===== config.mk =====
export PLATFORM = sky130hd
export DESIGN_NAME = row_packer
export DESIGN_NICKNAME = d
export VERILOG_FILES = /design/src/rot_cfg_pkg.sv /design/src/row_packer.sv
export SDC_FILE = /design/constraint.sdc
export NUM_CORES = 1
export LEC_CHECK = 0
export ABC_AREA = 1
export BUFFER_PORTS_ARGS = -buffer_cell sky130_fd_sc_hd__buf_4
export CAP_MARGIN = 20
export CORE_MARGIN = 10
export CORE_UTILIZATION = 44
export CTS_BUF_LIST = sky130_fd_sc_hd__clkbuf_16
export CTS_CLUSTER_DIAMETER = 200
export CTS_CLUSTER_SIZE = 30
export DETAILED_ROUTE_END_ITERATION = 7
export GPL_ROUTABILITY_DRIVEN = 0
export PLACE_DENSITY = 0.73
export REMOVE_ABC_BUFFERS = 1
export SETUP_SLACK_MARGIN = 0.4
export SLEW_MARGIN = 15
export SYNTH_ARGS = -nofsm -noshare
export SYNTH_HDL_FRONTEND = slang
export SYNTH_SLANG_ARGS = --single-unit

===== constraint.sdc =====
create_clock -name aclk -period 2.5 [get_ports aclk]
set_clock_uncertainty 0.05 [all_clocks]
set_input_delay 0.5 -clock aclk [delete_from_list [all_inputs] [get_ports aclk]]
set_output_delay 0.5 -clock aclk [all_outputs]
set_load 0.05 [all_outputs]

===== src/rot_cfg_pkg.sv =====
// ----------------------------------------------------------
// Sizes shared by the weight rotator blocks
// Stream widths, bank depth and the loop field widths that
// make up the packet header
// ----------------------------------------------------------
`default_nettype none

package rot_cfg_pkg;

  // Stream and bank geometry
  localparam int S_WIDTH    = 32;   // Input beat, one half row
  localparam int ROW_WIDTH  = 64;   // Bank row and output beat
  localparam int BANK_DEPTH = 256;  // Rows per bank
  localparam int ADDR_BITS  = 8;

  // Loop field widths in the header
  localparam int KW2_BITS = 2, CIN_BITS = 4, COLS_BITS = 4, BLK_BITS = 3, XN_BITS = 3;

  // Kernel width counter runs up to 2*kw2
  localparam int KW_BITS = KW2_BITS + 1;

  // Unused top bits of the header word
  localparam int HDR_PAD = S_WIDTH
                         - (ADDR_BITS + XN_BITS + BLK_BITS + COLS_BITS + CIN_BITS + KW2_BITS);

endpackage

`default_nettype wire


===== src/row_packer.sv =====
// ----------------------------------------------------------
// Packs two 32-bit input beats into one 64-bit bank row
// Low half arrives first, the row carries the last mark of
// its second beat and is shown for a single cycle
// ----------------------------------------------------------
`timescale 1ns/1ps
`default_nettype none

module row_packer
  import rot_cfg_pkg::*;
(
  input  logic                 aclk,
  input  logic                 aresetn,
  input  logic                 i_valid,
  output logic                 o_ready,
  input  logic [S_WIDTH-1:0]   i_data,
  input  logic                 i_last,
  input  logic                 i_en,
  output logic                 o_row_valid,
  output logic [ROW_WIDTH-1:0] o_row,
  output logic                 o_row_last
);

  logic [S_WIDTH-1:0] lo_q;
  logic               half_q;  // Low half held
  logic               take;

  // Hold off while a row is out or the write side is closed
  assign o_ready = i_en && !o_row_valid;
  assign take    = i_valid && o_ready;

  always_ff @(posedge aclk) begin
    if (!aresetn) begin
      half_q      <= 1'b0;
      o_row_valid <= 1'b0;
    end else begin
      o_row_valid <= take && half_q;
      if (take) half_q <= !half_q;
    end
  end

  always_ff @(posedge aclk) begin
    if (take && !half_q) lo_q <= i_data;
    if (take && half_q) begin
      o_row      <= {i_data, lo_q};
      o_row_last <= i_last;
    end
  end

endmodule

`default_nettype wire


==> results.yml <==
outcome:
  status: "complete, no violations"
routing:
  drcViolationCount: 0
  drt_iter0_drc: 45
  drt-pass1-iter-count: 4
  wl_um: 5580
  antenna_left: 0
  viasPerCell: 4.61
  via_count: 1449
  post_drt_wl_per_cell_um: 17.8
placement:
  numPortBuffers: 103
  dp.cells: 298
  hpwl_um: 4080
worst_setup_path:
  crit_path_start_kind: "register"
  crit_path_end_kind: "output pin"
  crit_arrival_ns: 0.97
  worstSetupPathType: "register to output pin"
  worstPathRequired_ns: 1.95
  critPathMaxFanout: 3
logic_synthesis:
  synth-seq-cells: 99
  yosysUniqueCellTypes: 7
  ys_warn_count: 0
  syn_area_per_cell_um2: 26.7
  synth_cells: 113
  ys_top_cells_by_area: "edfxtp_1 97%, dfxtp_1 1.3%, inv_1 0.75%, nor2_1 0.50%, nand3_2 0.33%"
  synthAdderAreaFrac_pct: 0
  yosysSeqAreaShare_pct: 98.0
  synth-simple-area-share_pct: 1.29
  yosysTopAreaCell: "edfxtp_1"
  synth_xor_area_share_pct: 0
  synth_mux_area_share_pct: 0
  synth_top_family_by_area: "simple AND/OR/NAND/NOR gates"
  synth_compound_area_share_pct: 0
  synth_top_area_share_pct: 96.6
  syn_area_um2: 3010
sta:
  slew_viol_final: 0
  maxSlewHeadroom_pct: 72.1
  setup_viol: 0
  hold_viol_final: 0
  max_freq_mhz: 656
  min_period_ns: 1.52
  period_share_pct: 61.0
  rsz0062_at_grt: "no"
  tightest_slew_ns: 0.419
  setup-tns-final_ns: 0
finish:
  final_cell_mix: "104 x buf_4, 97 x edfxtp_1, 9 x clkbuf_16"
  area_growth_pct: 40.7
  nets: 266
  final-instance-count-excl-fill: 314
  final.fill_count: 493
  drive_gt1_share_pct: 52.6
  final_common_cell: "buf_4"
  diodes: 0
floorplanning:
  pin_count: 104
  coreArea_um2: 6720
  std_cell_rows: 30
  dieArea_um2: 10600
  die_w_um: 103
  start_util_pct: 44.9
  die_h_um: 103
clock_tree:
  cts.reportedPaths.clkPinSlew_ns: 0.06
  numCtsBuffers: 9
  post_cts_buffers: 0
  cts_tree: "yes"
  postCtsHoldBufs: 0
  cts_resized: 0
  root_buffer: "clkbuf_16"
  clock_path_buffers: 2
  cts.sinks: 99
  cts_max_level: 3
  insertion_delay_ns: 0.33
grt:
  grt_overflow_total: 0
  grt_antenna_before_repair: 0
  grt_pass1_vias: 1562
  grt_pass1_wl_um: 8380
  grt_use_total_pct: 10.8
  grt_max_degree: 66
flow_run:
  cap_violations: 0
power_and_ir_drop:
  p_leak_nw: 1.62
  power.density_nw_per_um2: 819
  ir_drop_mv: 0.468
worst_hold_path:
  hold_class: "input port to register"
## kinds of logic (layout without fill, tap and decap cells)
logic type / after synthesis / after routing
buffers and inverters: 6 / 127
flip-flops: 99 / 99
AND/OR/NAND/NOR: 8 / 8
## path summary, 6_finish.rpt
kind	start	endpoint	slack (ns)	cells after the start
worst min-delay path	i_last	o_row_last	0.30	1
worst max-delay path	o_row_valid	o_ready	0.98	2
worst min register to register	lo_q[9]	o_row[9]	0.37	0
worst max register to register	half_q	o_row[42]	1.07	3
## flip-flops by register name, summed over array words and instances, names as in the netlist
| register | cells |
|---|---|
| o_row | 64 |
| lo_q | 32 |
| half_q | 1 |
| o_row_last | 1 |
| o_row_valid | 1 |
## cells in the mapped netlist
library cell  instances
nand3_2               1
edfxtp_1             97
inv_1                 6
nor2_1                4
nand2_1               2
dfxtp_1               2
nand4_1               1
## metrics by stage
stage                     cell area [um^2]  power, mW  hold slack, ns  worst slack, ns  utilization, %
final                                 4240       3.47           0.298            0.975            63.1
after global routing                  4240       3.60           0.280            0.933            63.1
after CTS                             4240       3.52           0.283            0.964            63.1
after detailed placement              3920       2.10           0.355            0.897            58.4
after global placement                3920       2.10           0.351            0.937            58.4
after floorplan                       3010       2.01           0.350          -0.0221               -
## per-layer routing
metal,vias to the layer above,track usage (%),wire [um]
met1,693,11.3,2070
met5,-,0,0
met4,0,6.10,104
met2,71,17.0,2710
met3,10,5.70,694
li1,675,-,-
## power by group
group	total, mW	switching, mW	internal (mW)
Clock	1.41	0.539	0.873
Combinational	0.178	0.114	0.0636
Sequential	1.88	0.0119	1.87
Total	3.47	0.665	2.81
## worst max-delay path: stages (launching register included)
cell	delay, ns
dfxtp_1	0.32
nor2_1	0.12
buf_4	0.21
## area by class of cell
| cell class | count | area, um^2 | share of cell area [%] |
|---|---|---|---|
| clock inverters | 7 | 93.8 | 2.21 |
| clock buffers | 9 | 225 | 5.31 |
| multi-input cells | 8 | 46.3 | 1.09 |
| flip-flops and latches | 99 | 2950 | 69.6 |
| repair buffers | 105 | 801 | 18.9 |
| well taps | 80 | 100 | 2.36 |
| inverters | 6 | 22.5 | 0.531 |
(Power assumes the default switching activity.)
