`src/rot_cfg_pkg.sv`:
```
// ----------------------------------------------------------
// Sizes shared by the weight rotator blocks
// Stream widths, bank depth and the loop field widths that
// make up the packet header
// ----------------------------------------------------------
`default_nettype none

package rot_cfg_pkg;

  // Stream and bank geometry
  localparam int S_WIDTH    = 32;   // Input beat, one half row
  localparam int ROW_WIDTH  = 64;   // Bank row and output beat
  localparam int BANK_DEPTH = 256;  // Rows per bank
  localparam int ADDR_BITS  = 8;

  // Loop field widths in the header
  localparam int KW2_BITS = 2, CIN_BITS = 4, COLS_BITS = 4, BLK_BITS = 3, XN_BITS = 3;

  // Kernel width counter runs up to 2*kw2
  localparam int KW_BITS = KW2_BITS + 1;

  // Unused top bits of the header word
  localparam int HDR_PAD = S_WIDTH
                         - (ADDR_BITS + XN_BITS + BLK_BITS + COLS_BITS + CIN_BITS + KW2_BITS);

endpackage

`default_nettype wire

```
`src/rot_hdr_pkg.sv`:
```
// ----------------------------------------------------------
// Header and sideband types of the weight rotator
// The first beat of a packet is read as hdr_cfg_t and
// forwarded raw on the config output beat
// ----------------------------------------------------------
`default_nettype none

package rot_hdr_pkg;
  import rot_cfg_pkg::*;

  // Loop geometry, each _1 field is its count minus one
  typedef struct packed {
    logic [HDR_PAD-1:0]   pad;
    logic [ADDR_BITS-1:0] addr_max;  // Last row index in the packet
    logic [XN_BITS-1:0]   xn_1;
    logic [BLK_BITS-1:0]  blocks_1;
    logic [COLS_BITS-1:0] cols_1;
    logic [CIN_BITS-1:0]  cin_1;
    logic [KW2_BITS-1:0]  kw2;       // Kernel width is 2*kw2+1
  } hdr_cfg_t;

  // Same header beat, seen as fields or as the raw word
  typedef union packed {
    hdr_cfg_t           cfg;
    logic [S_WIDTH-1:0] raw;
  } hdr_u;

  // Sideband flags on every output beat
  typedef struct packed {
    logic                is_config;
    logic [KW2_BITS-1:0] kw2;
    logic                is_w_first;
    logic                is_cin_last;
    logic                is_w_last;
  } rot_user_t;

endpackage

`default_nettype wire

```
`src/loop_nest.sv`:
```
// ----------------------------------------------------------
// Replay loop counters of the weight rotator
// Kernel, channel, column, block and pass counters step once
// per bank read; flags are registered so they line up with
// the read data one cycle later
// ----------------------------------------------------------
`timescale 1ns/1ps
`default_nettype none

module loop_nest
  import rot_cfg_pkg::*;
  import rot_hdr_pkg::*;
(
  input  logic      aclk,
  input  logic      aresetn,
  input  logic      i_start,
  input  hdr_cfg_t  i_cfg,
  input  logic      i_step,
  output logic      o_last,
  output rot_user_t o_user
);

  logic [KW_BITS-1:0]   k_cnt;
  logic [CIN_BITS-1:0]  c_cnt;
  logic [COLS_BITS-1:0] col_cnt;
  logic [BLK_BITS-1:0]  blk_cnt;
  logic [XN_BITS-1:0]   xn_cnt;
  logic                 l_k, l_c, l_col, l_blk, l_xn;
  logic                 w_first_q, cin_last_q, w_last_q;

  assign l_k   = (k_cnt == {i_cfg.kw2, 1'b0});
  assign l_c   = (c_cnt == i_cfg.cin_1);
  assign l_col = (col_cnt == i_cfg.cols_1);
  assign l_blk = (blk_cnt == i_cfg.blocks_1);
  assign l_xn  = (xn_cnt == i_cfg.xn_1);

  always_ff @(posedge aclk) begin
    if (!aresetn || i_start) begin
      k_cnt      <= '0;
      c_cnt      <= '0;
      col_cnt    <= '0;
      blk_cnt    <= '0;
      xn_cnt     <= '0;
      w_first_q  <= 1'b0;
      cin_last_q <= 1'b0;
      w_last_q   <= 1'b0;
      o_last     <= 1'b0;
    end else if (i_step) begin
      // Flags of the row being read now
      w_first_q  <= (k_cnt == '0) && (c_cnt == '0) && (col_cnt == '0);
      cin_last_q <= l_k && l_c;
      w_last_q   <= l_col;
      o_last     <= l_k && l_c && l_col && l_blk && l_xn;

      k_cnt <= l_k ? '0 : k_cnt + 1'b1;
      if (l_k) c_cnt <= l_c ? '0 : c_cnt + 1'b1;
      if (l_k && l_c) col_cnt <= l_col ? '0 : col_cnt + 1'b1;
      if (l_k && l_c && l_col) blk_cnt <= l_blk ? '0 : blk_cnt + 1'b1;
      if (l_k && l_c && l_col && l_blk) xn_cnt <= l_xn ? '0 : xn_cnt + 1'b1;
    end
  end

  assign o_user.is_config   = 1'b0;  // Config beat is marked at the top
  assign o_user.kw2         = i_cfg.kw2;
  assign o_user.is_w_first  = w_first_q;
  assign o_user.is_cin_last = cin_last_q;
  assign o_user.is_w_last   = w_last_q;

endmodule

`default_nettype wire

```
`config.mk`:
```
export PLATFORM = sky130hd
export DESIGN_NAME = loop_nest
export DESIGN_NICKNAME = d
export VERILOG_FILES = /design/src/rot_cfg_pkg.sv /design/src/rot_hdr_pkg.sv /design/src/loop_nest.sv
export SDC_FILE = /design/constraint.sdc
export NUM_CORES = 1
export LEC_CHECK = 0
export BUFFER_PORTS_ARGS = -buffer_cell sky130_fd_sc_hd__buf_2
export CORE_MARGIN = 5
export CORE_UTILIZATION = 49
export DETAILED_ROUTE_END_ITERATION = 10
export GPL_ROUTABILITY_DRIVEN = 0
export GPL_TIMING_DRIVEN = 0
export PLACE_DENSITY_LB_ADDON = 0.08
export REMOVE_ABC_BUFFERS = 1
export SLEW_MARGIN = 10
export SYNTH_ARGS = -nofsm -noshare
export SYNTH_HDL_FRONTEND = slang
export SYNTH_SLANG_ARGS = --single-unit
```
`constraint.sdc`:
```
create_clock -name aclk -period 1.79 [get_ports aclk]
set_input_delay 0.358 -clock aclk [delete_from_list [all_inputs] [get_ports aclk]]
set_output_delay 0.358 -clock aclk [all_outputs]
set_load 0.01 [all_outputs]
```
==> results.md <==
| Quantity | Reported |
|:---|:---|
| Min Clock Period, post-route | 1.72 ns |
| Tightest Hold Check Type | input pin to register |
| Fillers | 233 |
| WP data arrival | 1.95 ns |
| Number of library cell types mapped by synthesis | 34 |
| Number of sinks on the clock net | 21 |
| Leading cell type in the layout, fill and taps excluded | buf_2 |
| Pin count of the biggest net entering global routing | 15 |
| Die width | 60.9 µm |
| Iteration-0 DRC count of the detailed router | 25 |
| Number of nets with antenna violations after routing | 0 |
| Number of antenna violations at the first check in global routing | 0 |
| DRC errors left | 0 |
| Share of the clock period used by the worst path | 96.2% |
| Category of the worst setup path capture point | register |
| Placed cell count | 188 |
| Number of slew-limit violations in the final report | 0 |
| Die Area | 3710 µm² |
| Core ar. | 2480 µm² |
| Maximum ir drop on the vdd rail | 0.000477 V |
| Initial core utilization | 51.3% |
| WS Path Type | register to register |
| Clock tree from TritonCTS | yes |
| Vias per cell | 5.27 |
| H-Tree Depth | 1 |
| Diode insertion count for antenna repair | 0 |
| Share of synthesized area occupied by flip-flops and latches | 33.1% |
| Share of final-layout standard cells stronger than drive strength 1 | 29.9% |
| I/O pin count | 43 |
| Deepest clock path buffer count | 2 |
| Combined global-route utilization of all metal layers | 14.4% |
| Final worst clock skew | 0.00367 ns |
| Number of global-route vias before repair | 1044 |
| Result of the run | finished clean |
| Most used cells in the layout excluding fill and tap cells | buf_2, dfxtp_1, nor2_1, xnor2_1, a21oi_1 |
| First-pass DRT Iterations | 4 |
| Critical Path Source Type | register |
| Number of endpoints failing setup at the final stage | 0 |
| Leakage power total | 0.598 nW |
| Library cell used as clock root buffer | clkbuf_4 |
| Wire length of the first global-routing pass | 4110 µm |
| Die Ht | 60.9 µm |
| Post-Synthesis Cells | 144 |
| Number of input and output port buffers inserted | 25 |
| Highest net fanout along the worst path | 8 |
| Cell area power density | 555 nW/µm² |
| Crit path required time | 2.02 ns |
| Maximum frequency from static timing analysis | 0.581 GHz |
| Vias after detailed routing | 1039 |
| Insertion delay to the later sink of the worst-skew pair | 0.30 ns |
| Minimum setup slack in the final design | 0.0685 ns |
| Routed wirelength normalized by instance count | 12.8 µm |
| Estimated wirelength of the detail-placed design | 1960 µm |
| Max-capacitance violation count | 0 |
| Area grow syn2layout | 15.8% |
| Worst relative slew slack | 62.4% |
| Post-synthesis average cell area | 8.82 µm² |
| Post-layout net count | 212 |
| Worst-margin pin slew | 0.563 ns |
| Seq cells post-synth | 21 |
| Number of clock buffers inserted by TritonCTS | 3 |
| Sum of routed wire length over all layers | 2520 µm |
| Clock transition time at the flip-flop clock pins of the worst setup and hold paths | 0.12 ns |
| Overflow left after global routing | 0 |
| Total standard cell area after synthesis | 1270 µm² |
| Post-placement worst setup slack | -0.199 ns |
| Synth warnings | 0 |
| Cell row count | 18 |
| Final-report hold violation count | 0 |
| Number of standard cells in the final layout excluding fillers | 197 |
-- cell type report --
| class | count | area [µm²] | share of cell area [%] |
|---|---|---|---|
| clock buffer | 3 | 22.5 | 1.53 |
| clock inverter | 1 | 5.00 | 0.340 |
| inverter | 7 | 26.3 | 1.79 |
| multi-input combinational | 105 | 791 | 53.8 |
| sequential | 21 | 425 | 28.9 |
| tap | 30 | 37.5 | 2.55 |
| timing repair buffer | 30 | 163 | 11.1 |
-- kinds of logic after synthesis --
family	share of synthesized area, %
xor gates and xnor gates	14.5
AOI/OAI and AO/OA	7.49
muxes	3.15
buffers and inverters	8.47
other	0.295
and+or+nand+nor	25.1
adders and majority gates	7.88
DFF	33.1
-- what timing repair did --
action                     4_1_cts  5_1_grt
gates cloned                     0        0
pin swaps                        1        5
setup endpoints to repair        4        6
resized for setup                3       12
setup buffers                    1        4
hold buffers                     0        0
-- synthesized netlist by cell type --
library cell / instances / area, µm²
ha_1: 8 / 100
nand4_1: 6 / 37.5
nand4b_1: 1 / 8.76
buf_6: 2 / 22.5
or4b_1: 1 / 10.0
a21oi_1: 10 / 50.1
or4_1: 2 / 15.0
inv_1: 7 / 26.3
clkbuf_1: 1 / 3.75
nor3_1: 1 / 5.00
mux2i_1: 4 / 40.0
nand3b_1: 1 / 7.51
buf_2: 2 / 10.0
xnor2_1: 15 / 131
and4_1: 3 / 26.3
nand2_4: 1 / 11.3
nor4_4: 1 / 21.3
nor2b_1: 3 / 18.8
o31ai_1: 1 / 7.51
nand2b_1: 3 / 18.8
and4b_1: 1 / 10.0
nand2_1: 8 / 30.0
and2_1: 1 / 6.26
o21ai_0: 4 / 20.0
dfxtp_1: 21 / 420
nor2_1: 13 / 48.8
a41oi_1: 1 / 8.76
xor2_1: 6 / 52.6
nand3_1: 6 / 30.0
conb_1: 1 / 3.75
a31o_2: 1 / 8.76
nor4_1: 1 / 6.26
buf_4: 6 / 45.0
nor3b_1: 1 / 7.51
-- power breakdown --
group / leakage [nW] / internal [mW] / switching [mW]
Clock: 0.0177 / 0.0832 / 0.150
Sequential: 0.171 / 0.471 / 0.00329
Combinational: 0.409 / 0.0518 / 0.0558
Total: 0.598 / 0.606 / 0.209
-- metal layers --
layer | share of wire, % | vias up | GRT usage [%]
li1 | - | 533 | -
met2 | 48 | 18 | 27.6
met5 | 0 | - | 0
met4 | 0.52 | 0 | 3.72
met1 | 47 | 486 | 16.0
met3 | 4.2 | 2 | 2.77
-- flip-flops by register name (all words and copies together) (netlist names) --
register,count
w_first_q,1
o_last,1
k_cnt,3
cin_last_q,1
xn_cnt,3
c_cnt,4
w_last_q,1
blk_cnt,3
col_cnt,4
-- worst paths after layout --
check	depth (start not counted)	startpoint	end	slack (ns)
setup / recovery	5	k_cnt[2]	col_cnt[3]	0.07
hold / removal	3	i_step	w_first_q	0.41
setup reg to reg	5	k_cnt[2]	col_cnt[3]	0.07
hold reg to reg	2	cin_last_q	cin_last_q	0.49
-- through the flow --
stage / power, mW / util, % / TNS, ns / hold WS (ns) / instance area [µm²]
2_1_floorplan: 0.535 / - / 0 / 0.457 / 1190
3_3_place_gp: 0.576 / 54.5 / -0.421 / 0.454 / 1350
3_5_place_dp: 0.579 / 54.5 / -0.516 / 0.470 / 1350
4_1_cts: 0.808 / 56.1 / 0 / 0.416 / 1390
5_1_grt: 0.852 / 59.3 / -0.0474 / 0.438 / 1470
6_report: 0.815 / 59.3 / 0 / 0.414 / 1470
-- critical path, cell delays in order (launching register included) --
cell and delay (ns):
dfxtp_1 0.46, xnor2_2 0.15, and4_4 0.30, nand2_4 0.09, or4_1 0.51, a21oi_1 0.15
(Power assumes the default switching activity.)
