`src/rot_cfg_pkg.sv`:
```
// ----------------------------------------------------------
// Sizes shared by the weight rotator blocks
// Stream widths, bank depth and the loop field widths that
// make up the packet header
// ----------------------------------------------------------
`default_nettype none

package rot_cfg_pkg;

  // Stream and bank geometry
  localparam int S_WIDTH    = 32;   // Input beat, one half row
  localparam int ROW_WIDTH  = 64;   // Bank row and output beat
  localparam int BANK_DEPTH = 256;  // Rows per bank
  localparam int ADDR_BITS  = 8;

  // Loop field widths in the header
  localparam int KW2_BITS = 2, CIN_BITS = 4, COLS_BITS = 4, BLK_BITS = 3, XN_BITS = 3;

  // Kernel width counter runs up to 2*kw2
  localparam int KW_BITS = KW2_BITS + 1;

  // Unused top bits of the header word
  localparam int HDR_PAD = S_WIDTH
                         - (ADDR_BITS + XN_BITS + BLK_BITS + COLS_BITS + CIN_BITS + KW2_BITS);

endpackage

`default_nettype wire

```
`src/rot_hdr_pkg.sv`:
```
// ----------------------------------------------------------
// Header and sideband types of the weight rotator
// The first beat of a packet is read as hdr_cfg_t and
// forwarded raw on the config output beat
// ----------------------------------------------------------
`default_nettype none

package rot_hdr_pkg;
  import rot_cfg_pkg::*;

  // Loop geometry, each _1 field is its count minus one
  typedef struct packed {
    logic [HDR_PAD-1:0]   pad;
    logic [ADDR_BITS-1:0] addr_max;  // Last row index in the packet
    logic [XN_BITS-1:0]   xn_1;
    logic [BLK_BITS-1:0]  blocks_1;
    logic [COLS_BITS-1:0] cols_1;
    logic [CIN_BITS-1:0]  cin_1;
    logic [KW2_BITS-1:0]  kw2;       // Kernel width is 2*kw2+1
  } hdr_cfg_t;

  // Same header beat, seen as fields or as the raw word
  typedef union packed {
    hdr_cfg_t           cfg;
    logic [S_WIDTH-1:0] raw;
  } hdr_u;

  // Sideband flags on every output beat
  typedef struct packed {
    logic                is_config;
    logic [KW2_BITS-1:0] kw2;
    logic                is_w_first;
    logic                is_cin_last;
    logic                is_w_last;
  } rot_user_t;

endpackage

`default_nettype wire

```
`src/out_skid.sv`:
```
// ----------------------------------------------------------
// Two-entry output FIFO ahead of the master stream
// o_space allows one more bank read, counting the beat that
// is already in flight from the bank
// ----------------------------------------------------------
`timescale 1ns/1ps
`default_nettype none

module out_skid
  import rot_cfg_pkg::*;
  import rot_hdr_pkg::*;
(
  input  logic                 aclk,
  input  logic                 aresetn,
  input  logic                 i_valid,
  input  logic [ROW_WIDTH-1:0] i_data,
  input  rot_user_t            i_user,
  input  logic                 i_last,
  output logic                 o_space,
  output logic                 o_valid,
  input  logic                 i_ready,
  output logic [ROW_WIDTH-1:0] o_data,
  output rot_user_t            o_user,
  output logic                 o_last
);

  logic [ROW_WIDTH-1:0] data_q [2];
  rot_user_t            user_q [2];
  logic                 last_q [2];
  logic                 wr_idx, rd_idx;
  logic [1:0]           count;
  logic                 pop;
  logic [2:0]           occ_next;  // Fill level after this cycle

  assign o_valid  = (count != 2'd0);
  assign pop      = o_valid && i_ready;
  assign occ_next = {1'b0, count} + {2'b00, i_valid} - {2'b00, pop};
  assign o_space  = (occ_next < 3'd2);

  assign o_data = data_q[rd_idx];
  assign o_user = user_q[rd_idx];
  assign o_last = last_q[rd_idx];

  always_ff @(posedge aclk) begin
    if (!aresetn) begin
      wr_idx <= 1'b0;
      rd_idx <= 1'b0;
      count  <= 2'd0;
    end else begin
      if (i_valid) wr_idx <= !wr_idx;
      if (pop) rd_idx <= !rd_idx;
      count <= occ_next[1:0];
    end
  end

  always_ff @(posedge aclk) begin
    if (i_valid) begin
      data_q[wr_idx] <= i_data;
      user_q[wr_idx] <= i_user;
      last_q[wr_idx] <= i_last;
    end
  end

endmodule

`default_nettype wire

```
`config.mk`:
```
export PLATFORM = sky130hd
export DESIGN_NAME = out_skid
export DESIGN_NICKNAME = d
export VERILOG_FILES = /design/src/rot_cfg_pkg.sv /design/src/rot_hdr_pkg.sv /design/src/out_skid.sv
export SDC_FILE = /design/constraint.sdc
export NUM_CORES = 1
export LEC_CHECK = 0
export BUFFER_PORTS_ARGS = -buffer_cell sky130_fd_sc_hd__buf_2
export CORE_ASPECT_RATIO = 1.5
export CORE_UTILIZATION = 23
export DETAILED_ROUTE_END_ITERATION = 12
export GPL_TIMING_DRIVEN = 0
export SLEW_MARGIN = 0
export SYNTH_ARGS = -nofsm -noshare
export SYNTH_HDL_FRONTEND = slang
export SYNTH_SLANG_ARGS = --single-unit
```
`constraint.sdc`:
```
create_clock -name aclk -period 5.8 [get_ports aclk]
set_input_delay 1.16 -clock aclk [delete_from_list [all_inputs] [get_ports aclk]]
set_output_delay 1.16 -clock aclk [all_outputs]
set_load 0.03 [all_outputs]
```
==> impl_summary.txt, run 1 <==
----------------------------------------------------
[Outcome]
  Status ... finished clean

[Setup path]
  Worst EP arrival ... 2710 ps
  Largest fanout of any net on the critical path ... 3
  R2r startpoint ... count[1]$_SDFF_PN0_
  End of the worst register-to-register path ... count[1]$_SDFF_PN0_
  R2r setup slk ... between 3000 and 4000 ps
  Req. time, crit path ... around 4600 ps
  Worst Setup End Kind ... primary output
  Element type at the critical path start ... input port
  Depth of the worst register-to-register path ... 6
  Worst setup path category ... in2out

[GRT]
  Total global routing track utilization ... 0.0903
  Number of global-route vias before repair ... 3193
  Initial antenna violation count ... 2
  Global-route wire length before repair ... ~16 mm
  Maximum number of pins on one net before global-route repair ... 40
  Overflow left after global routing ... 0

[Pwr]
  Design Power ... around 3200 µW
  Maximum vdd drop ... between 0.3 and 0.4 mV
  PD cells ... ~430 nW/µm²
  Total leakage power ... approximately 0.0029 µW

[Clock network]
  Post-CTS Setup Repair Bufs ... 0
  Clock slew at reported path FFs ... around 60 ps
  Number of CTS-inserted buffers ... 17
  Maximum level of the CTS H-tree ... 4
  Clk buf depth ... 2
  CTS Root Cell ... sky130_fd_sc_hd__clkbuf_16
  Total number of clock tree sinks ... about 150
  CTS Hold Buffers Added ... 0
  Number of resized instances in the post-cts repair step ... 0
  Clock tree from TritonCTS ... built
  Skew-Pair Late Insertion Delay ... 410 ps

[Final layout]
  Most used cells in the layout excluding fill and tap cells ... sky130_fd_sc_hd__buf_2, sky130_fd_sc_hd__edfxtp_1, sky130_fd_sc_hd__mux2_4
  Post-Layout Cell Count ... 753
  Leading cell type in the layout, fill and taps excluded ... sky130_fd_sc_hd__buf_2
  Layout cells sized above 1 ... 0.608
  Final layout net count ... between 400 and 500
  Antenna cells ... 0
  Util after Layout ... 0.308
  Area growth from synthesis to final layout ... 31.5%

[Yosys]
  Top-area cell type share of the netlist area ... 0.744
  Number of register bits inferred by synthesis ... between 100 and 150
  Leading cell types by total area after synthesis ... sky130_fd_sc_hd__edfxtp_1, sky130_fd_sc_hd__mux2_4, sky130_fd_sc_hd__buf_12
  Gate count of the mapped netlist ... between 200 and 250
  Total of warnings raised by yosys ... 0
  Library cell occupying the most area in the post-synthesis netlist ... sky130_fd_sc_hd__edfxtp_1
  Mapped cell area ... approximately 5700 µm²
  Number of nets in the synthesized netlist ... between 300 and 400
  Netlist cell types ... 17
  Sequential-to-total area share from yosys stat ... 0.762
  Synthesized area per cell ... roughly 23 µm²

[Routing]
  1st-pass router iterations ... 4
  Total length of routed wires ... around 11 mm
  Antenna viol nets, final ... 0
  Routed len/inst ... 14.6 µm
  Average vias per placed instance ... between 3 and 4
  Total number of vias ... roughly 2800
  Post-route DRC violation count ... 0
  1st-iter DRT viols ... 111

[Floorplan]
  Die Area ... 25600 µm²
  Core region area ... between 20000 and 25000 µm²
  Effective utilization at floorplan ... 0.235
  Die boundary width ... 131 µm
  Die H ... about 200 µm
  Number of rows created at floorplan ... 70
  Ports ... ~150

[Placed design]
  DP Worst Slack ... around 1900 ps
  Number of instances in the placed design ... a little over 700
  Final weighted congestion of routability-driven global placement ... around 0.63
  Sum of net half-perimeters after detailed placement ... just under 8 mm
  Port bufs ... between 100 and 150

[Timing]
  Setup violations, final ... 0
  Unrepaired setup endpoints after global routing ... no
  Tightest Pin Transition ... between 500 and 600 ps
  Minimum clock period ... slightly below 4000 ps
  Final worst path period share ... 0.667
  Max-slew violation count ... 0
  Min Hold Slack ... 496 ps
  Headroom to the max-slew limit ... 0.660
  Setup WS post-layout ... 1930 ps
  Peak clock frequency supported by timing ... 258 MHz
  Hold violation count in the final report ... 0
  Layout Skew ... about 5.8 ps

[Hold path]
  Worst min-delay path class ... reg2reg
  Number of stages on the worst hold path ... 2
  Hold Path Origin ... rd_idx$_SDFFE_PN0P_

[Run]
  Max-capacitance violation count ... 0

----------------------------------------------------
## cells by family after synthesis
| family | after synthesis | share of synthesized area |
|---|---|---|
| flip-flops | 147 | 0.762 |
| multiplexers | 73 | 0.189 |
| buffers and inverters | 12 | 0.0290 |
| AND/OR/NAND/NOR | 9 | 0.00852 |
| adder cells (fa/ha/maj) | 3 | 0.00786 |
| AO/OA/AOI/OAI | 2 | 0.00262 |
| XOR/XNOR | 1 | 0.00153 |
## stage by stage
stage               area, µm²  TNS [ps]
finish                   7530         0
global route             7530         0
CTS                      7530         0
detailed placement       6940         0
global placement         6870    -77270
floorplan                5730         0
## power breakdown
group / total (µW) / switching (µW) / internal [µW]
sequential: 1250 / 19.8 / 1230
clock: 1080 / 410 / 672
combinational: 872 / 495 / 376
total: 3210 / 925 / 2280
## layout make-up
type / count / area [µm²]
plain buffers: 8 / 151
inverters: 4 / 15.0
fillers: 2401 / 16900
well taps: 324 / 405
clock buffers: 18 / 429
repair buffers: 150 / 796
flip-flops and latches: 147 / 4360
clock inverters: 14 / 164
multi-input cells: 88 / 1210
## flip-flops by register name (all words and copies together) (netlist names), named ones only
name    cells
wr_idx      1
count       2
rd_idx      1
user_q     12
data_q    128
last_q      2
## worst max-delay path: stages
cell	delay [ps]
sky130_fd_sc_hd__buf_2	100
sky130_fd_sc_hd__o21a_1	140
sky130_fd_sc_hd__ha_1	300
sky130_fd_sc_hd__inv_1	40
sky130_fd_sc_hd__ha_1	190
sky130_fd_sc_hd__fa_1	380
sky130_fd_sc_hd__xnor2_1	130
sky130_fd_sc_hd__nor2_1	80
sky130_fd_sc_hd__buf_2	200
## synthesized netlist by cell type, drive strengths merged
cell	n
nand2b	1
nor2	1
inv	4
and2	3
dfxtp	5
nand2	2
ha	2
edfxtp	142
mux2	71
fa	1
nor2b	2
buf	8
o21a	2
mux2i	2
xnor2	1
## how the worst max path moves through the flow
stage	from	end	slack, ps	depth (start not counted)
after floorplan	i_valid	data_q[0][0]$_DFFE_PP_	990	1
after global placement	i_valid	data_q[0][12]$_DFFE_PP_	-1080	2
after detailed placement	i_ready	o_space	1920	9
after CTS	i_ready	o_space	1920	9
after global routing	i_ready	o_space	1800	9
final	i_ready	o_space	1930	9
## layer usage
layer	track usage	vias to the layer above	share of wire
met5	0	-	0.0012
met3	0.0342	19	0.061
met2	0.167	84	0.56
met1	0.0800	1406	0.35
li1	-	1306	-
met4	0.0536	2	0.025
Power figures use the tool's default switching activity.
==> run 2: changes to the inputs <==
- ABC_AREA: unset -> 1
- clock period: 5.8 -> 3.2 ns (I/O delays scaled with it)
==> run 2 against run 1 <==
Power grew 78%. Non-clock buffer count unchanged. Via count rose by 0.18%. Area after synthesis barely moved. Register-to-register slack got worse by 2500 ps. Global-route usage up 0.18 points. Flip-flop and latch count unchanged. Synthesized cell count grew 3.2%. Combinational power increased by 63%. Highest routed layer is now met4. Worst setup slack lost 1600 ps. Clock power up 85%.
==> impl_summary.txt, run 2 <==
----------------------------------------------------
[Outcome]
  Status ... finished clean

[Yosys]
  Gate count of the mapped netlist ... 255 (+3.2%)
  Number of register bits inferred by synthesis ... 147 (unchanged)
  Sequential-to-total area share from yosys stat ... 0.762 (about the same)
  Most common cell in the synthesized netlist ... sky130_fd_sc_hd__edfxtp_1
  EDFF count, synth ... 142 (unchanged)
  Synthesized area per cell ... 22.5 µm² (-3.2%)
  Leading cell types by total area after synthesis ... sky130_fd_sc_hd__edfxtp_1, sky130_fd_sc_hd__mux2_4, sky130_fd_sc_hd__buf_12
  Mapped cell area ... 5730 µm² (about the same)
  Top-area cell type share of the netlist area ... 0.745 (about the same)
  Cell types with the highest counts after synthesis ... sky130_fd_sc_hd__edfxtp_1, sky130_fd_sc_hd__mux2_4, sky130_fd_sc_hd__inv_1, sky130_fd_sc_hd__nor2_1, sky130_fd_sc_hd__buf_12
  FFs w/ async S/R, synth ... 0 (unchanged)
  Library cell occupying the most area in the post-synthesis netlist ... sky130_fd_sc_hd__edfxtp_1
  Total of warnings raised by yosys ... 0 (unchanged)
  Top flip-flop cell by instance count after synthesis ... sky130_fd_sc_hd__edfxtp_1
  Netlist cell types ... 13 (-4)
  Number of nets in the synthesized netlist ... 333 (+2.5%)

[Clock network]
  Number of CTS-inserted buffers ... 17 (unchanged)
  CTS Hold Buffers Added ... 0 (unchanged)
  Clk buf depth ... 2 (unchanged)
  Post-CTS Setup Repair Bufs ... 0 (unchanged)
  Clock tree from TritonCTS ... built
  Total number of clock tree sinks ... 147 (unchanged)
  Skew-Pair Late Insertion Delay ... 420 ps (about the same)
  Clock slew at reported path FFs ... 60 ps (about the same)
  CTS Root Cell ... sky130_fd_sc_hd__clkbuf_16
  Number of resized instances in the post-cts repair step ... 0 (unchanged)
  Maximum level of the CTS H-tree ... 4 (unchanged)

[Routing]
  Average vias per placed instance ... 3.71 (-0.75%)
  1st-iter DRT viols ... 83 (-25%)
  Routed len/inst ... 14.6 µm (-0.21%)
  Total number of vias ... 2822 (+0.18%)
  Post-route DRC violation count ... 0 (unchanged)
  Antenna viol nets, final ... 0 (unchanged)
  Total length of routed wires ... 11.1 mm (+0.72%)
  1st-pass router iterations ... 4 (unchanged)

[Timing]
  Max-slew violation count ... 0 (unchanged)
  Minimum clock period ... just under 3000 ps
  Layout Skew ... 9.19 ps (+3.38 ps)
  Tightest Pin Transition ... 809 ps (+299 ps)
  Hold violation count in the final report ... 0 (unchanged)
  Setup violations, final ... 0 (unchanged)
  Final worst path period share ... 0.911
  Headroom to the max-slew limit ... 0.459 (-0.200)
  Setup total negative slack ... 0 ps (unchanged)
  Peak clock frequency supported by timing ... around 340 MHz
  Unrepaired setup endpoints after global routing ... no
  Min Hold Slack ... 407 ps (-89.5 ps)

[Pwr]
  Fraction of power spent switching nets ... 0.287 (-0.00176)
  Switching power ... 1630 µW (+77%)
  Part of the power in combinational logic ... 0.250 (-0.022)
  Total leakage power ... 0.00294 µW (+1.3%)
  Part of the total power dissipated in sequential elements ... 0.399 (+0.008)
  PD cells ... 756 nW/µm² (+78%)
  Cell-internal power ... 4070 µW (+78%)
  Clock power share ... 0.351 (+0.014)
  Maximum vdd drop ... 0.342 mV (+12%)

[Final layout]
  Layout cells sized above 1 ... 0.596 (-0.0121)
  Most used cells in the layout excluding fill and tap cells ... sky130_fd_sc_hd__buf_2, sky130_fd_sc_hd__edfxtp_1, sky130_fd_sc_hd__mux2_4
  Final layout net count ... 502 (+1.6%)
  Antenna cells ... 0 (unchanged)
  Area growth from synthesis to final layout ... 31.6% (about the same)
  Leading cell type in the layout, fill and taps excluded ... sky130_fd_sc_hd__buf_2
  Number of flip-flops in the largest register ... 128 (unchanged)
  Largest register by flop count ... data_q
  Fillcell total ... 2396 (-0.21%)
  Util after Layout ... 0.308 (about the same)
  Registers with the most flip-flops ... data_q: 128 flops, user_q: 12 flops

[Placed design]
  Sum of net half-perimeters after detailed placement ... 7.80 mm (-0.64%)
  Final weighted congestion of routability-driven global placement ... 0.633 (-0.14%)
  Port bufs ... 147 (unchanged)

[GRT]
  Overflow left after global routing ... 0 (unchanged)
  Maximum number of pins on one net before global-route repair ... 39 (-2.5%)
  Initial antenna violation count ... 0 (-2)
  Global-route wire length before repair ... 16.5 mm (+0.80%)
  Number of global-route vias before repair ... 3205 (+0.38%)
  Total global routing track utilization ... 0.0921 (+0.00185)

[Floorplan]
  Die Area ... 25500 µm² (about the same)
  Die boundary width ... 131 µm (about the same)
  Ports ... 148 (unchanged)
  Die H ... 195 µm (about the same)
  Number of rows created at floorplan ... 70 (unchanged)
  Effective utilization at floorplan ... 0.234 (about the same)
  Core region area ... 24400 µm² (unchanged)

[Setup path]
  Worst setup path category ... reg2out
  R2r setup slk ... 1450 ps (-2510 ps)
  Depth of the worst register-to-register path ... 8 (+2)
  Worst EP arrival ... 2270 ps (-440 ps)
  Worst Setup End Kind ... primary output
  Largest fanout of any net on the critical path ... 3 (unchanged)
  Element type at the critical path start ... flop
  Req. time, crit path ... 2560 ps (-2080 ps)

[Hold path]
  Number of stages on the worst hold path ... 1 (-1)
  Worst min-delay path class ... in2reg

[Run]
  Max-capacitance violation count ... 0 (unchanged)

----------------------------------------------------
[run 2: changes by cell type after synthesis, moves of 2 or more]
cell,previous run,this run
sky130_fd_sc_hd__nand2_1,2,6
sky130_fd_sc_hd__inv_1,4,9
sky130_fd_sc_hd__o21a_1,2,0
sky130_fd_sc_hd__nor2b_1,2,0
sky130_fd_sc_hd__nor2_1,1,9
sky130_fd_sc_hd__and2_1,3,0
sky130_fd_sc_hd__mux2i_1,2,0
[run 2: cells by family (layout without fill, tap and decap cells)]
kind of cell,Yosys count,after routing,synth area share
muxes,71,71,0.185
xor gates and xnor gates,1,1,0.00153
buffers and inverters,17,198,0.0323
and+or+nand+nor,16,16,0.0107
DFF,147,147,0.762
adders and majority gates,3,3,0.00786
[run 2: worst max-delay path, cell delays in order, from the launching register on]
cell,delay (ps)
sky130_fd_sc_hd__dfxtp_1,380
sky130_fd_sc_hd__nor2_1,70
sky130_fd_sc_hd__nor2_1,150
sky130_fd_sc_hd__ha_1,270
sky130_fd_sc_hd__inv_1,60
sky130_fd_sc_hd__ha_1,160
sky130_fd_sc_hd__fa_1,440
sky130_fd_sc_hd__nor2_1,120
sky130_fd_sc_hd__buf_2,200
[run 2: worst paths after layout]
path / startpoint / end
setup / recovery: count[1]$_SDFF_PN0_ / o_space
hold / removal: i_data[37] / data_q[1][37]$_DFFE_PP_
setup reg to reg: count[1]$_SDFF_PN0_ / count[1]$_SDFF_PN0_
hold reg to reg: rd_idx$_SDFFE_PN0P_ / rd_idx$_SDFFE_PN0P_
[run 2: layout make-up]
class	count	area, µm²	share of cell area
Clock buffer	18	429	0.0569
Sequential cell	147	4360	0.579
Clock inverter	13	161	0.0214
Tap cell	324	405	0.0538
Buffer	8	151	0.0201
Multi-Input combinational cell	91	1180	0.157
Inverter	9	36.3	0.00481
Timing Repair Buffer	150	803	0.107
[run 2: through the flow]
stage	worst slack [ps]	area, µm²	cells	power [µW]
6_report	286	7540	760	5700
5_1_grt	150	7540	760	5930
4_1_cts	255	7540	760	5800
3_5_place_dp	374	6950	729	3760
3_3_place_gp	-877	6870	726	3720
2_1_floorplan	272	5730	255	3390
[run 2: power by group through the flow]
stage	logic [µW]	clock network, µW	registers, µW
after CTS	1450	2070	2270
after detailed placement	1450	0	2310
after global placement	1410	0	2310
after global routing	1510	2130	2280
final	1420	2000	2270
after floorplan	1080	0	2310
[run 2: layer usage]
metal | routed length [µm] | global-route usage | vias up
li1 | - | - | 1327
met1 | 3990 | 0.0847 | 1382
met2 | 6180 | 0.167 | 96
met3 | 601 | 0.0329 | 17
met4 | 298 | 0.0592 | 0
met5 | 0 | 0 | -
