--- src/rot_cfg_pkg.sv ---
// ----------------------------------------------------------
// Sizes shared by the weight rotator blocks
// Stream widths, bank depth and the loop field widths that
// make up the packet header
// ----------------------------------------------------------
`default_nettype none

package rot_cfg_pkg;

  // Stream and bank geometry
  localparam int S_WIDTH    = 32;   // Input beat, one half row
  localparam int ROW_WIDTH  = 64;   // Bank row and output beat
  localparam int BANK_DEPTH = 256;  // Rows per bank
  localparam int ADDR_BITS  = 8;

  // Loop field widths in the header
  localparam int KW2_BITS = 2, CIN_BITS = 4, COLS_BITS = 4, BLK_BITS = 3, XN_BITS = 3;

  // Kernel width counter runs up to 2*kw2
  localparam int KW_BITS = KW2_BITS + 1;

  // Unused top bits of the header word
  localparam int HDR_PAD = S_WIDTH
                         - (ADDR_BITS + XN_BITS + BLK_BITS + COLS_BITS + CIN_BITS + KW2_BITS);

endpackage

`default_nettype wire

--- src/rot_hdr_pkg.sv ---
// ----------------------------------------------------------
// Header and sideband types of the weight rotator
// The first beat of a packet is read as hdr_cfg_t and
// forwarded raw on the config output beat
// ----------------------------------------------------------
`default_nettype none

package rot_hdr_pkg;
  import rot_cfg_pkg::*;

  // Loop geometry, each _1 field is its count minus one
  typedef struct packed {
    logic [HDR_PAD-1:0]   pad;
    logic [ADDR_BITS-1:0] addr_max;  // Last row index in the packet
    logic [XN_BITS-1:0]   xn_1;
    logic [BLK_BITS-1:0]  blocks_1;
    logic [COLS_BITS-1:0] cols_1;
    logic [CIN_BITS-1:0]  cin_1;
    logic [KW2_BITS-1:0]  kw2;       // Kernel width is 2*kw2+1
  } hdr_cfg_t;

  // Same header beat, seen as fields or as the raw word
  typedef union packed {
    hdr_cfg_t           cfg;
    logic [S_WIDTH-1:0] raw;
  } hdr_u;

  // Sideband flags on every output beat
  typedef struct packed {
    logic                is_config;
    logic [KW2_BITS-1:0] kw2;
    logic                is_w_first;
    logic                is_cin_last;
    logic                is_w_last;
  } rot_user_t;

endpackage

`default_nettype wire

--- src/bank_if.sv ---
// ----------------------------------------------------------
// Link between the controller and the ping-pong bank store
// The row packer drives wr_data and wr_last from the top
// ----------------------------------------------------------
`timescale 1ns/1ps
`default_nettype none

interface bank_if
  import rot_cfg_pkg::*;
();

  logic                 wr_en;
  logic [ROW_WIDTH-1:0] wr_data;
  logic                 wr_last;   // Final row of the packet
  logic                 rd_en;
  logic [ROW_WIDTH-1:0] rd_data;
  logic                 rd_valid;  // One cycle after rd_en
  logic                 sel_wr;
  logic                 sel_rd;
  logic                 clr_wr;    // Rewind write pointer of sel_wr bank
  logic [ADDR_BITS-1:0] addr_max;  // Read wrap point

  modport ctrl (
    output wr_en, rd_en, sel_wr, sel_rd, clr_wr, addr_max,
    input  wr_last
  );

  modport bank (
    input  wr_en, wr_data, rd_en, sel_wr, sel_rd, clr_wr, addr_max,
    output rd_data, rd_valid
  );

endinterface

`default_nettype wire

--- src/rot_ctrl.sv ---
// ----------------------------------------------------------
// Write and read control of the weight rotator
// Writer takes a header and fills one bank, reader replays
// the other; done flags hand each bank between the two
// ----------------------------------------------------------
`timescale 1ns/1ps
`default_nettype none

module rot_ctrl
  import rot_cfg_pkg::*;
  import rot_hdr_pkg::*;
(
  input  logic               aclk,
  input  logic               aresetn,
  input  logic               i_s_valid,
  input  logic [S_WIDTH-1:0] i_s_data,
  input  logic               i_s_last,
  output logic               o_s_ready,
  input  logic               i_pk_ready,   // Packer can take a beat
  input  logic               i_row_valid,  // Packer row on wr_data
  bank_if.ctrl               bif,
  input  logic               i_space,
  input  logic               i_last,       // Final row issued, from loop_nest
  output logic               o_start,
  output hdr_u               o_cfg,
  output logic               o_step,
  output logic               o_cfg_beat,
  output logic               o_pk_en
);

  enum logic [2:0] {W_IDLE, W_GET_HDR, W_WRITE, W_FILL, W_SWITCH} w_state;
  enum logic [1:0] {R_IDLE, R_CONFIG, R_READ, R_SWITCH} r_state;

  logic [1:0] done_write;  // Bank filled, may be replayed
  logic [1:0] done_read;   // Bank replayed, may be refilled
  logic       sel_wr, sel_rd;
  logic       got_last;
  hdr_u       hdr_q [2];
  logic       hdr_acc, cfg_req;

  assign hdr_acc   = (w_state == W_GET_HDR) && i_s_valid;
  assign o_pk_en   = (w_state == W_WRITE) && !got_last;
  assign o_s_ready = (w_state == W_GET_HDR) || i_pk_ready;

  assign bif.wr_en    = (w_state == W_WRITE) && i_row_valid;
  assign bif.clr_wr   = hdr_acc;
  assign bif.sel_wr   = sel_wr;
  assign bif.sel_rd   = sel_rd;
  assign bif.addr_max = o_cfg.cfg.addr_max;
  assign o_cfg        = hdr_q[sel_rd];

  assign o_start = (r_state == R_IDLE) && done_write[sel_rd];
  assign cfg_req = (r_state == R_CONFIG) && i_space;
  assign o_step  = (r_state == R_READ) && i_space && !i_last;
  assign bif.rd_en = o_step;

  always_ff @(posedge aclk) begin
    if (!aresetn) begin
      w_state <= W_IDLE;
    end else begin
      case (w_state)
        W_IDLE:    if (done_read[sel_wr]) w_state <= W_GET_HDR;
        W_GET_HDR: if (i_s_valid) w_state <= W_WRITE;
        W_WRITE:   if (bif.wr_en && bif.wr_last) w_state <= W_FILL;
        W_FILL:    w_state <= W_SWITCH;
        default:   w_state <= W_IDLE;
      endcase
    end
  end

  always_ff @(posedge aclk) begin
    if (!aresetn) begin
      r_state <= R_IDLE;
    end else begin
      case (r_state)
        R_IDLE:   if (o_start) r_state <= R_CONFIG;
        R_CONFIG: if (cfg_req) r_state <= R_READ;
        R_READ:   if (i_last) r_state <= R_SWITCH;
        default:  r_state <= R_IDLE;
      endcase
    end
  end

  always_ff @(posedge aclk) begin
    if (!aresetn) begin
      done_write <= 2'b00;
      done_read  <= 2'b11;  // Both banks free to fill
      sel_wr     <= 1'b0;
      sel_rd     <= 1'b0;
      got_last   <= 1'b0;
      o_cfg_beat <= 1'b0;
    end else begin
      o_cfg_beat <= cfg_req;  // Same latency as a bank read
      if (hdr_acc) begin
        got_last          <= 1'b0;
        done_read[sel_wr] <= 1'b0;
      end else if (o_s_ready && i_s_valid && i_s_last) begin
        got_last <= 1'b1;
      end
      if (w_state == W_FILL) done_write[sel_wr] <= 1'b1;
      if (w_state == W_SWITCH) sel_wr <= !sel_wr;
      if (r_state == R_SWITCH) begin
        done_read[sel_rd]  <= 1'b1;
        done_write[sel_rd] <= 1'b0;
        sel_rd             <= !sel_rd;
      end
    end
  end

  // Header per bank, kept until the bank is refilled
  always_ff @(posedge aclk) begin
    if (hdr_acc) hdr_q[sel_wr].raw <= i_s_data;
  end

endmodule

`default_nettype wire

--- src/flat_wrapper.sv ---
// flat-port wrapper written by rule: the top's interface ports become plain ports
module rot_ctrl_flat import rot_cfg_pkg::*; import rot_hdr_pkg::*;
  (aclk, aresetn, i_s_valid, i_s_data, i_s_last, o_s_ready, i_pk_ready, i_row_valid, i_space, i_last, o_start, o_cfg, o_step, o_cfg_beat, o_pk_en, bif_wr_en, bif_rd_en, bif_sel_wr, bif_sel_rd, bif_clr_wr, bif_addr_max, bif_wr_last);
  bank_if bif_i ();
  input  logic aclk;
  input  logic aresetn;
  input  logic i_s_valid;
  input  logic [S_WIDTH-1:0] i_s_data;
  input  logic i_s_last;
  output logic o_s_ready;
  input  logic i_pk_ready;
  input  logic i_row_valid;
  input  logic i_space;
  input  logic i_last;
  output logic o_start;
  output hdr_u o_cfg;
  output logic o_step;
  output logic o_cfg_beat;
  output logic o_pk_en;
  output wire logic [$bits(bif_i.wr_en)-1:0] bif_wr_en;
  output wire logic [$bits(bif_i.rd_en)-1:0] bif_rd_en;
  output wire logic [$bits(bif_i.sel_wr)-1:0] bif_sel_wr;
  output wire logic [$bits(bif_i.sel_rd)-1:0] bif_sel_rd;
  output wire logic [$bits(bif_i.clr_wr)-1:0] bif_clr_wr;
  output wire logic [$bits(bif_i.addr_max)-1:0] bif_addr_max;
  input wire logic [$bits(bif_i.wr_last)-1:0] bif_wr_last;
  assign bif_wr_en = bif_i.wr_en;
  assign bif_rd_en = bif_i.rd_en;
  assign bif_sel_wr = bif_i.sel_wr;
  assign bif_sel_rd = bif_i.sel_rd;
  assign bif_clr_wr = bif_i.clr_wr;
  assign bif_addr_max = bif_i.addr_max;
  assign bif_i.wr_last = bif_wr_last;
  rot_ctrl u_core (.aclk(aclk), .aresetn(aresetn), .i_s_valid(i_s_valid), .i_s_data(i_s_data), .i_s_last(i_s_last), .o_s_ready(o_s_ready), .i_pk_ready(i_pk_ready), .i_row_valid(i_row_valid), .bif(bif_i), .i_space(i_space), .i_last(i_last), .o_start(o_start), .o_cfg(o_cfg), .o_step(o_step), .o_cfg_beat(o_cfg_beat), .o_pk_en(o_pk_en));
endmodule
--- config.mk ---
export PLATFORM = sky130hd
export DESIGN_NAME = rot_ctrl_flat
export DESIGN_NICKNAME = d
export VERILOG_FILES = /design/src/rot_cfg_pkg.sv /design/src/rot_hdr_pkg.sv /design/src/bank_if.sv /design/src/rot_ctrl.sv /design/src/flat_wrapper.sv
export SDC_FILE = /design/constraint.sdc
export NUM_CORES = 1
export LEC_CHECK = 0
export BUFFER_PORTS_ARGS = -buffer_cell sky130_fd_sc_hd__buf_2
export CAP_MARGIN = 25
export CORE_ASPECT_RATIO = 1.1
export CORE_UTILIZATION = 57
export CTS_BUF_LIST = sky130_fd_sc_hd__clkbuf_4
export CTS_CLUSTER_DIAMETER = 80
export CTS_CLUSTER_SIZE = 8
export DETAILED_ROUTE_END_ITERATION = 12
export PLACE_DENSITY = 0.91
export RECOVER_POWER = 25
export SKIP_LAST_GASP = 1
export SYNTH_ARGS = -nofsm -noshare
export SYNTH_HDL_FRONTEND = slang
export SYNTH_SLANG_ARGS = --single-unit
--- constraint.sdc ---
create_clock -name aclk -period 3.9 [get_ports aclk]
set_input_delay 0.195 -clock aclk [delete_from_list [all_inputs] [get_ports aclk]]
set_output_delay 0.195 -clock aclk [all_outputs]
set_load 0.005 [all_outputs]
==> out/results.ini, run 1 <==
[critical_path]
crit_path_end_kind = primary output
cp_slowest_stage_delay_ps = 410
cp_max_fo = 32
cp_slowest_cell = mux2_2
reg2reg_slack_ps = 2250
crit_family = buffers and inverters
start_kind = register
worstPathRequired_ps = 3700
worstSetupPathType = register to primary output
crit_chain = buf_4 -> mux2_2 -> buf_2
cp.buffers_inverters = 2
arrival_ps = 1620

[global_routing]
grt_use_met2_pct = 36.5
antenna_found_initial = 0
grt_max_degree = 33
grt-ovfl-total = 0
grt_pass1_wl_microns = 8490
grt.busiest_layer = met2
use_met1_pct = 23.1
use_met3_pct = 5.08
grt_pass1_vias = 1893
grt_use_total_pct = 20.4

[routing]
routed_wl_microns = 5500
vias_per_cell = 5.13
final_antenna_net_count = 0
drtIter0Drc = 98
routedWlPerCell_microns = 14.9
vias = 1893
first_pass_iters = 4
drc = 0

[cells_and_area]
drive_above_1_share_pct = 42.4
num_antenna_cells = 0
final_nets = 352
fillers = 295
syn_to_final_growth_pct = 29.3
stdcell_area_sq_um = 3950

[clocking]
clkTransAtPathRegs_ps = 110
clk_latency_ps = 380
clock-root-buffer = clkbuf_4
cts_tree = done
postCtsSetupBuffers = 0
cts_max_level = 3
cts_buffers = 9
post_cts_resized = 0
clock-sinks = 78
holdBufCountCts = 32
clockBufferDepth = 2

[synth]
ys_async_sr_fraction_pct = 0
yosys_warnings = 0
synth.avg_cell_area_sq_um = 16.5
synth-seq-cells = 78
yosysSeqAreaShare_pct = 72.2
yosys.cell_count.top_type = edfxtp_1
netlist_area_sq_um = 3050
synth_top_area_share_pct = 63.0
synth_top_cell_by_area = edfxtp_1
ys_top_cells_by_area = edfxtp_1 63%, mux2_2 11%, dfxtp_1 9.2%
synth_edf_count = 64
synth_cell_types = 30
synthCells = 185
synth_common_cells = 64 x edfxtp_1, 31 x mux2_2, 14 x dfxtp_1, 10 x inv_1, 9 x buf_4
synthesis.nets = 231
ys.flop_type = edfxtp_1

[floorplanning]
die_y_microns = 78.7
start_util_pct = 60.2
coreArea_sq_um = 5070
die-area_sq_um = 5650
num_rows = 27
io_pins = 91
die_w_microns = 71.8

[timing]
fmax_mhz = 552
slew_headroom_pct = 66.8
period_minus_slack_ps = 1810
tightest_slew_ps = 498
fin_setup_tns_ps = 0
fin_ws_ps = 2090
fin_crit_sh_pct = 46.5
rsz0062_at_grt = no
hold_violations = 0
setup_viol = 0
drv_slew = 0
finalClockSkew_ps = 12.5

[hold_path]
min_path_type = input pin to register

[placed_design]
port_buffers = 90
hpwl_microns = 3360
place_ws_ps = 2290
placedInstanceArea_sq_um = 3500
place.gp.congestion = 0.813

[flow_run]
drv_cap = 0

[power]
power.density_nw_per_um2 = 401
p_leak_uw = 0.00156
peakVddDrop_mv = 0.256
p_total_uw = 1580

[outcome]
status = complete, no violations

==> worst paths after layout <==
kind	end	from	cells past startpoint
worst max-delay path	bif_addr_max[4]	register	3
worst min-delay path	u_core.o_cfg_beat$_SDFF_PN0_	i_space	2
worst max register to register	u_core.hdr_q[0][27]$_DFFE_PP_	u_core.w_state[1]$_SDFFE_PN0P_	4
worst min register to register	u_core.done_read[0]$_SDFF_PN1_	u_core.done_read[0]$_SDFF_PN1_	1
==> registers in the layout, indices dropped and copies added (netlist names), named ones only <==
signal / count
u_core.done_read: 2
u_core.bif.sel_wr: 1
u_core.o_cfg_beat: 1
u_core.bif.sel_rd: 1
u_core.done_write: 2
u_core.hdr_q: 64
u_core.r_state: 2
u_core.w_state: 3
u_core.got_last: 1
==> cell families (layout without fill, tap and decap cells) <==
family | after synthesis | in the layout | synth area share, %
xor+xnor | 2 | 2 | 0.574
simple gates | 26 | 26 | 5.00
mux | 36 | 36 | 13.2
flops | 78 | 78 | 72.2
fa+ha+maj | 5 | 5 | 2.05
compound gates | 13 | 13 | 2.75
buf+inv | 25 | 151 | 4.30
==> cells in the final DEF (no fill, tap or decap), types with 2 or more instances in the layout <==
cell type,netlist,final
dlygate4sd3_1,0,32
and2_1,3,3
buf_2,3,80
nand2_1,7,7
edfxtp_1,64,64
dfxtp_1,14,14
ha_1,5,5
nor2_1,2,2
inv_1,10,10
a31oi_1,3,3
clkinv_2,0,2
a21oi_1,3,3
buf_4,9,3
o21ai_0,2,2
nor3b_1,3,3
clkbuf_4,0,11
mux2_2,31,31
clkbuf_1,3,9
and3_1,3,3
mux2i_1,3,3
a21o_1,3,3
nand2b_1,2,2
mux2_1,2,2
==> power breakdown <==
part / switching (uW) / internal [uW]
combinational: 78.4 / 97.3
clock: 247 / 206
sequential: 16.4 / 936
==> metrics by stage <==
stage | std cells | hold WS [ps] | utilization (%)
2_1_floorplan | 185 | 294 | -
3_3_place_gp | 321 | 383 | 69.1
3_5_place_dp | 321 | 387 | 69.1
4_1_cts | 369 | 39.6 | 78.1
5_1_grt | 369 | 49.1 | 77.9
6_report | 369 | 64.8 | 77.9
==> routing by layer <==
metal / vias up / wire length (microns)
li1: 913 / -
met3: 11 / 327
met4: 0 / 94
met2: 67 / 2920
met5: - / 0
met1: 902 / 2150
==> cell type report <==
cell class	instances	area (sq um)	area share, %
clock buffers	11	82.6	2.09
clock inverters	5	51.3	1.30
inverters	10	37.5	0.951
multi-input cells	82	718	18.2
flip-flops and latches	78	2200	55.8
well taps	58	72.6	1.84
repair buffers	125	782	19.8
Note: power is estimated with default switching activity, not from simulation.
==> run 2, diff against run 1 <==
Settings changed: CORE_UTILIZATION 57 to 53, PLACE_DENSITY 0.91 to 0.86.
Clock period 3.9 ns to 1.8 ns, I/O delays scaled along.
==> run 2 against run 1 <==
  * First-iteration DRC count decreased by 12%
  * Combinational power increased by 120%
  * Cell count increased by 5.7%
  * Clock power increased by 150%
  * Sequential power increased by 120%
  * Clock-buffer cell count decreased by 2
  * Utilization decreased by 3.6 points
  * Sequential cell count unchanged
  * Sequential share of layout area decreased by 1.6 points
  * Clock skew increased by 0.56 ps
  * Worst hold slack got worse by 33 ps
  * Critical path type unchanged
  * Largest power group unchanged
==> out/results.ini, run 2 (synthesized netlist as in run 1, its figures left out) <==
[floorplanning]
start_util_pct = 55.8  ; -4.4 points
die_y_microns = 81.6  ; +3.6%
die-area_sq_um = 6070  ; +7.3%
io_pins = 91  ; unchanged
die_w_microns = 74.4  ; +3.6%
coreArea_sq_um = 5470  ; +7.9%
num_rows = 28  ; +3.7%

[cells_and_area]
largest_register_ffs = 64  ; unchanged
stdcell_area_sq_um = 4060  ; +2.9%
final_nets = 357  ; +1.4%
multiInputGateArea_sq_um = 718  ; unchanged
regArea_sq_um = 2200  ; unchanged
final_util_pct = 74.3  ; -3.6 points
top_register = u_core.hdr_q
syn_to_final_growth_pct = 33.0
final_cell_mix = 73 x buf_2, 64 x edfxtp_1, 36 x dlygate4sd3_1
layout_commonest_cell = buf_2
num_antenna_cells = 0  ; unchanged
fillers = 357  ; +21%
drive_above_1_share_pct = 40.6  ; -1.8 points
top_regs = u_core.hdr_q (64), u_core.w_state (3)

[flow_run]
drv_cap = 0  ; unchanged

[timing]
tightest_slew_ps = 527  ; +29.3 ps
period_minus_slack_ps = 1610
fin_setup_tns_ps = 0  ; unchanged
setup_viol = 0  ; unchanged
hold_violations = 0  ; unchanged
fmax_mhz = 621
fin_crit_sh_pct = 89.5
finalClockSkew_ps = 13.0  ; +0.562 ps
fin_ws_ps = 190  ; -1900 ps
slew_headroom_pct = 64.8  ; -2.0 points
drv_slew = 0  ; unchanged
rsz0062_at_grt = no

[global_routing]
grt_max_degree = 33  ; unchanged
antenna_found_initial = 0  ; unchanged
grt-ovfl-total = 0  ; unchanged
grt_pass1_vias = 2021  ; +6.8%
grt_use_total_pct = 20.0  ; -0.35 points
grt_pass1_wl_microns = 8740  ; +2.8%

[critical_path]
reg2reg_depth = 4  ; unchanged
worstSetupPathType = register to primary output
reg2reg_to = u_core.hdr_q[0][20]$_DFFE_PP_
cp_max_fo = 32  ; unchanged
reg2reg_slack_ps = 220  ; -2030 ps
start_kind = register
r2r-start = u_core.w_state[1]$_SDFFE_PN0P_
crit_path_end_kind = primary output
cp-endpoint = bif_addr_max[3]
worstPathRequired_ps = 1710  ; -1990 ps
arrival_ps = 1520  ; -100 ps

[power]
p_comb_share_pct = 11.0  ; about the same
p_leak_uw = 0.00155  ; -0.89%
seq_power_share_pct = 57.9  ; -2.3 points
power.density_nw_per_um2 = 877  ; +120%
netSwitchingFraction_pct = 21.4  ; -0.18 points
peakVddDrop_mv = 0.654  ; +160%
power_frac_clock_pct = 31.1  ; +2.4 points
p_int_uw = 2800  ; +130%
p_total_uw = 3560  ; +130%
p_switching_uw = 763  ; +120%

[hold_path]
min_path_type = input pin to register

[placed_design]
hpwl_microns = 3460  ; +3.0%
port_buffers = 90  ; unchanged
place_ws_ps = 235  ; -2060 ps
place.gp.congestion = 0.729  ; -10%
placedInstanceArea_sq_um = 3560  ; +1.8%

[routing]
vias_per_cell = 4.89  ; -4.6%
routed_wl_microns = 5540  ; +0.87%
first_pass_iters = 4  ; unchanged
drtIter0Drc = 86  ; -12%
vias = 1909  ; +0.85%
routedWlPerCell_microns = 14.2  ; -4.6%
final_antenna_net_count = 0  ; unchanged
drc = 0  ; unchanged

[clocking]
clkTransAtPathRegs_ps = 120  ; about the same
cts_tree = done
post_cts_resized = 0  ; unchanged
cts_max_level = 3  ; unchanged
holdBufCountCts = 36  ; +13%
clock-root-buffer = clkbuf_4
clockBufferDepth = 2  ; unchanged
postCtsSetupBuffers = 0  ; unchanged
clock-sinks = 78  ; unchanged
clk_latency_ps = 400  ; +20 ps
cts_buffers = 9  ; unchanged

[outcome]
status = complete, no violations

[run 2: changes by cell type in the layout (fill, tap and decap cells not counted), moves of 4 or more]
cell / before / now
clkbuf_1: 9 / 15
clkinvlp_4: 1 / 5
buf_2: 80 / 73
dlygate4sd3_1: 32 / 36
[run 2: worst min path at each step]
stage / depth (start not counted) / to / slack [ps] / startpoint
detailed placement: 1 / u_core.hdr_q[0][1]$_DFFE_PP_ / 280 / i_s_data[1]
floorplan: 0 / u_core.hdr_q[0][0]$_DFFE_PP_ / 190 / i_s_data[0]
finish: 2 / register / 30 / aresetn
global placement: 1 / u_core.hdr_q[0][28]$_DFFE_PP_ / 280 / i_s_data[28]
CTS: 3 / u_core.r_state[0]$_SDFFE_PN0P_ / 8 / aresetn
global route: 2 / register / 30 / aresetn
[run 2: routing by layer]
metal | GRT usage, % | up-vias | routed length (microns)
li1 | - | 924 | -
met1 | 21.0 | 897 | 2170
met2 | 36.5 | 77 | 2920
met3 | 4.66 | 11 | 325
met4 | 11.1 | 0 | 119
met5 | 0 | - | 0
[run 2: critical path, stage by stage, from the launching register on]
cell and delay (ps):
dfxtp_1 380, buf_12 220, mux2_2 380, buf_2 140
[run 2: cell type report]
type	instances	share of cell area, %
clock buffer	9	1.66
timing repair buffer	130	20.8
clock inverter	6	2.16
inverter	10	1.11
tap	75	2.31
sequential	78	54.2
multi-input combinational	82	17.7
[run 2: stage by stage]
stage	cells	hold WS, ps
after detailed placement	339	283
final	390	32.2
after floorplan	185	189
after global routing	390	25.1
after global placement	339	279
after CTS	390	7.70
[run 2: power groups by stage]
stage                     logic (uW)  registers (uW)  clock network, uW
final                            392            2060               1110
after global routing             436            2070               1200
after CTS                        397            2060               1140
after detailed placement         336            2100                  0
after global placement           326            2100                  0
after floorplan                  197            2090                  0
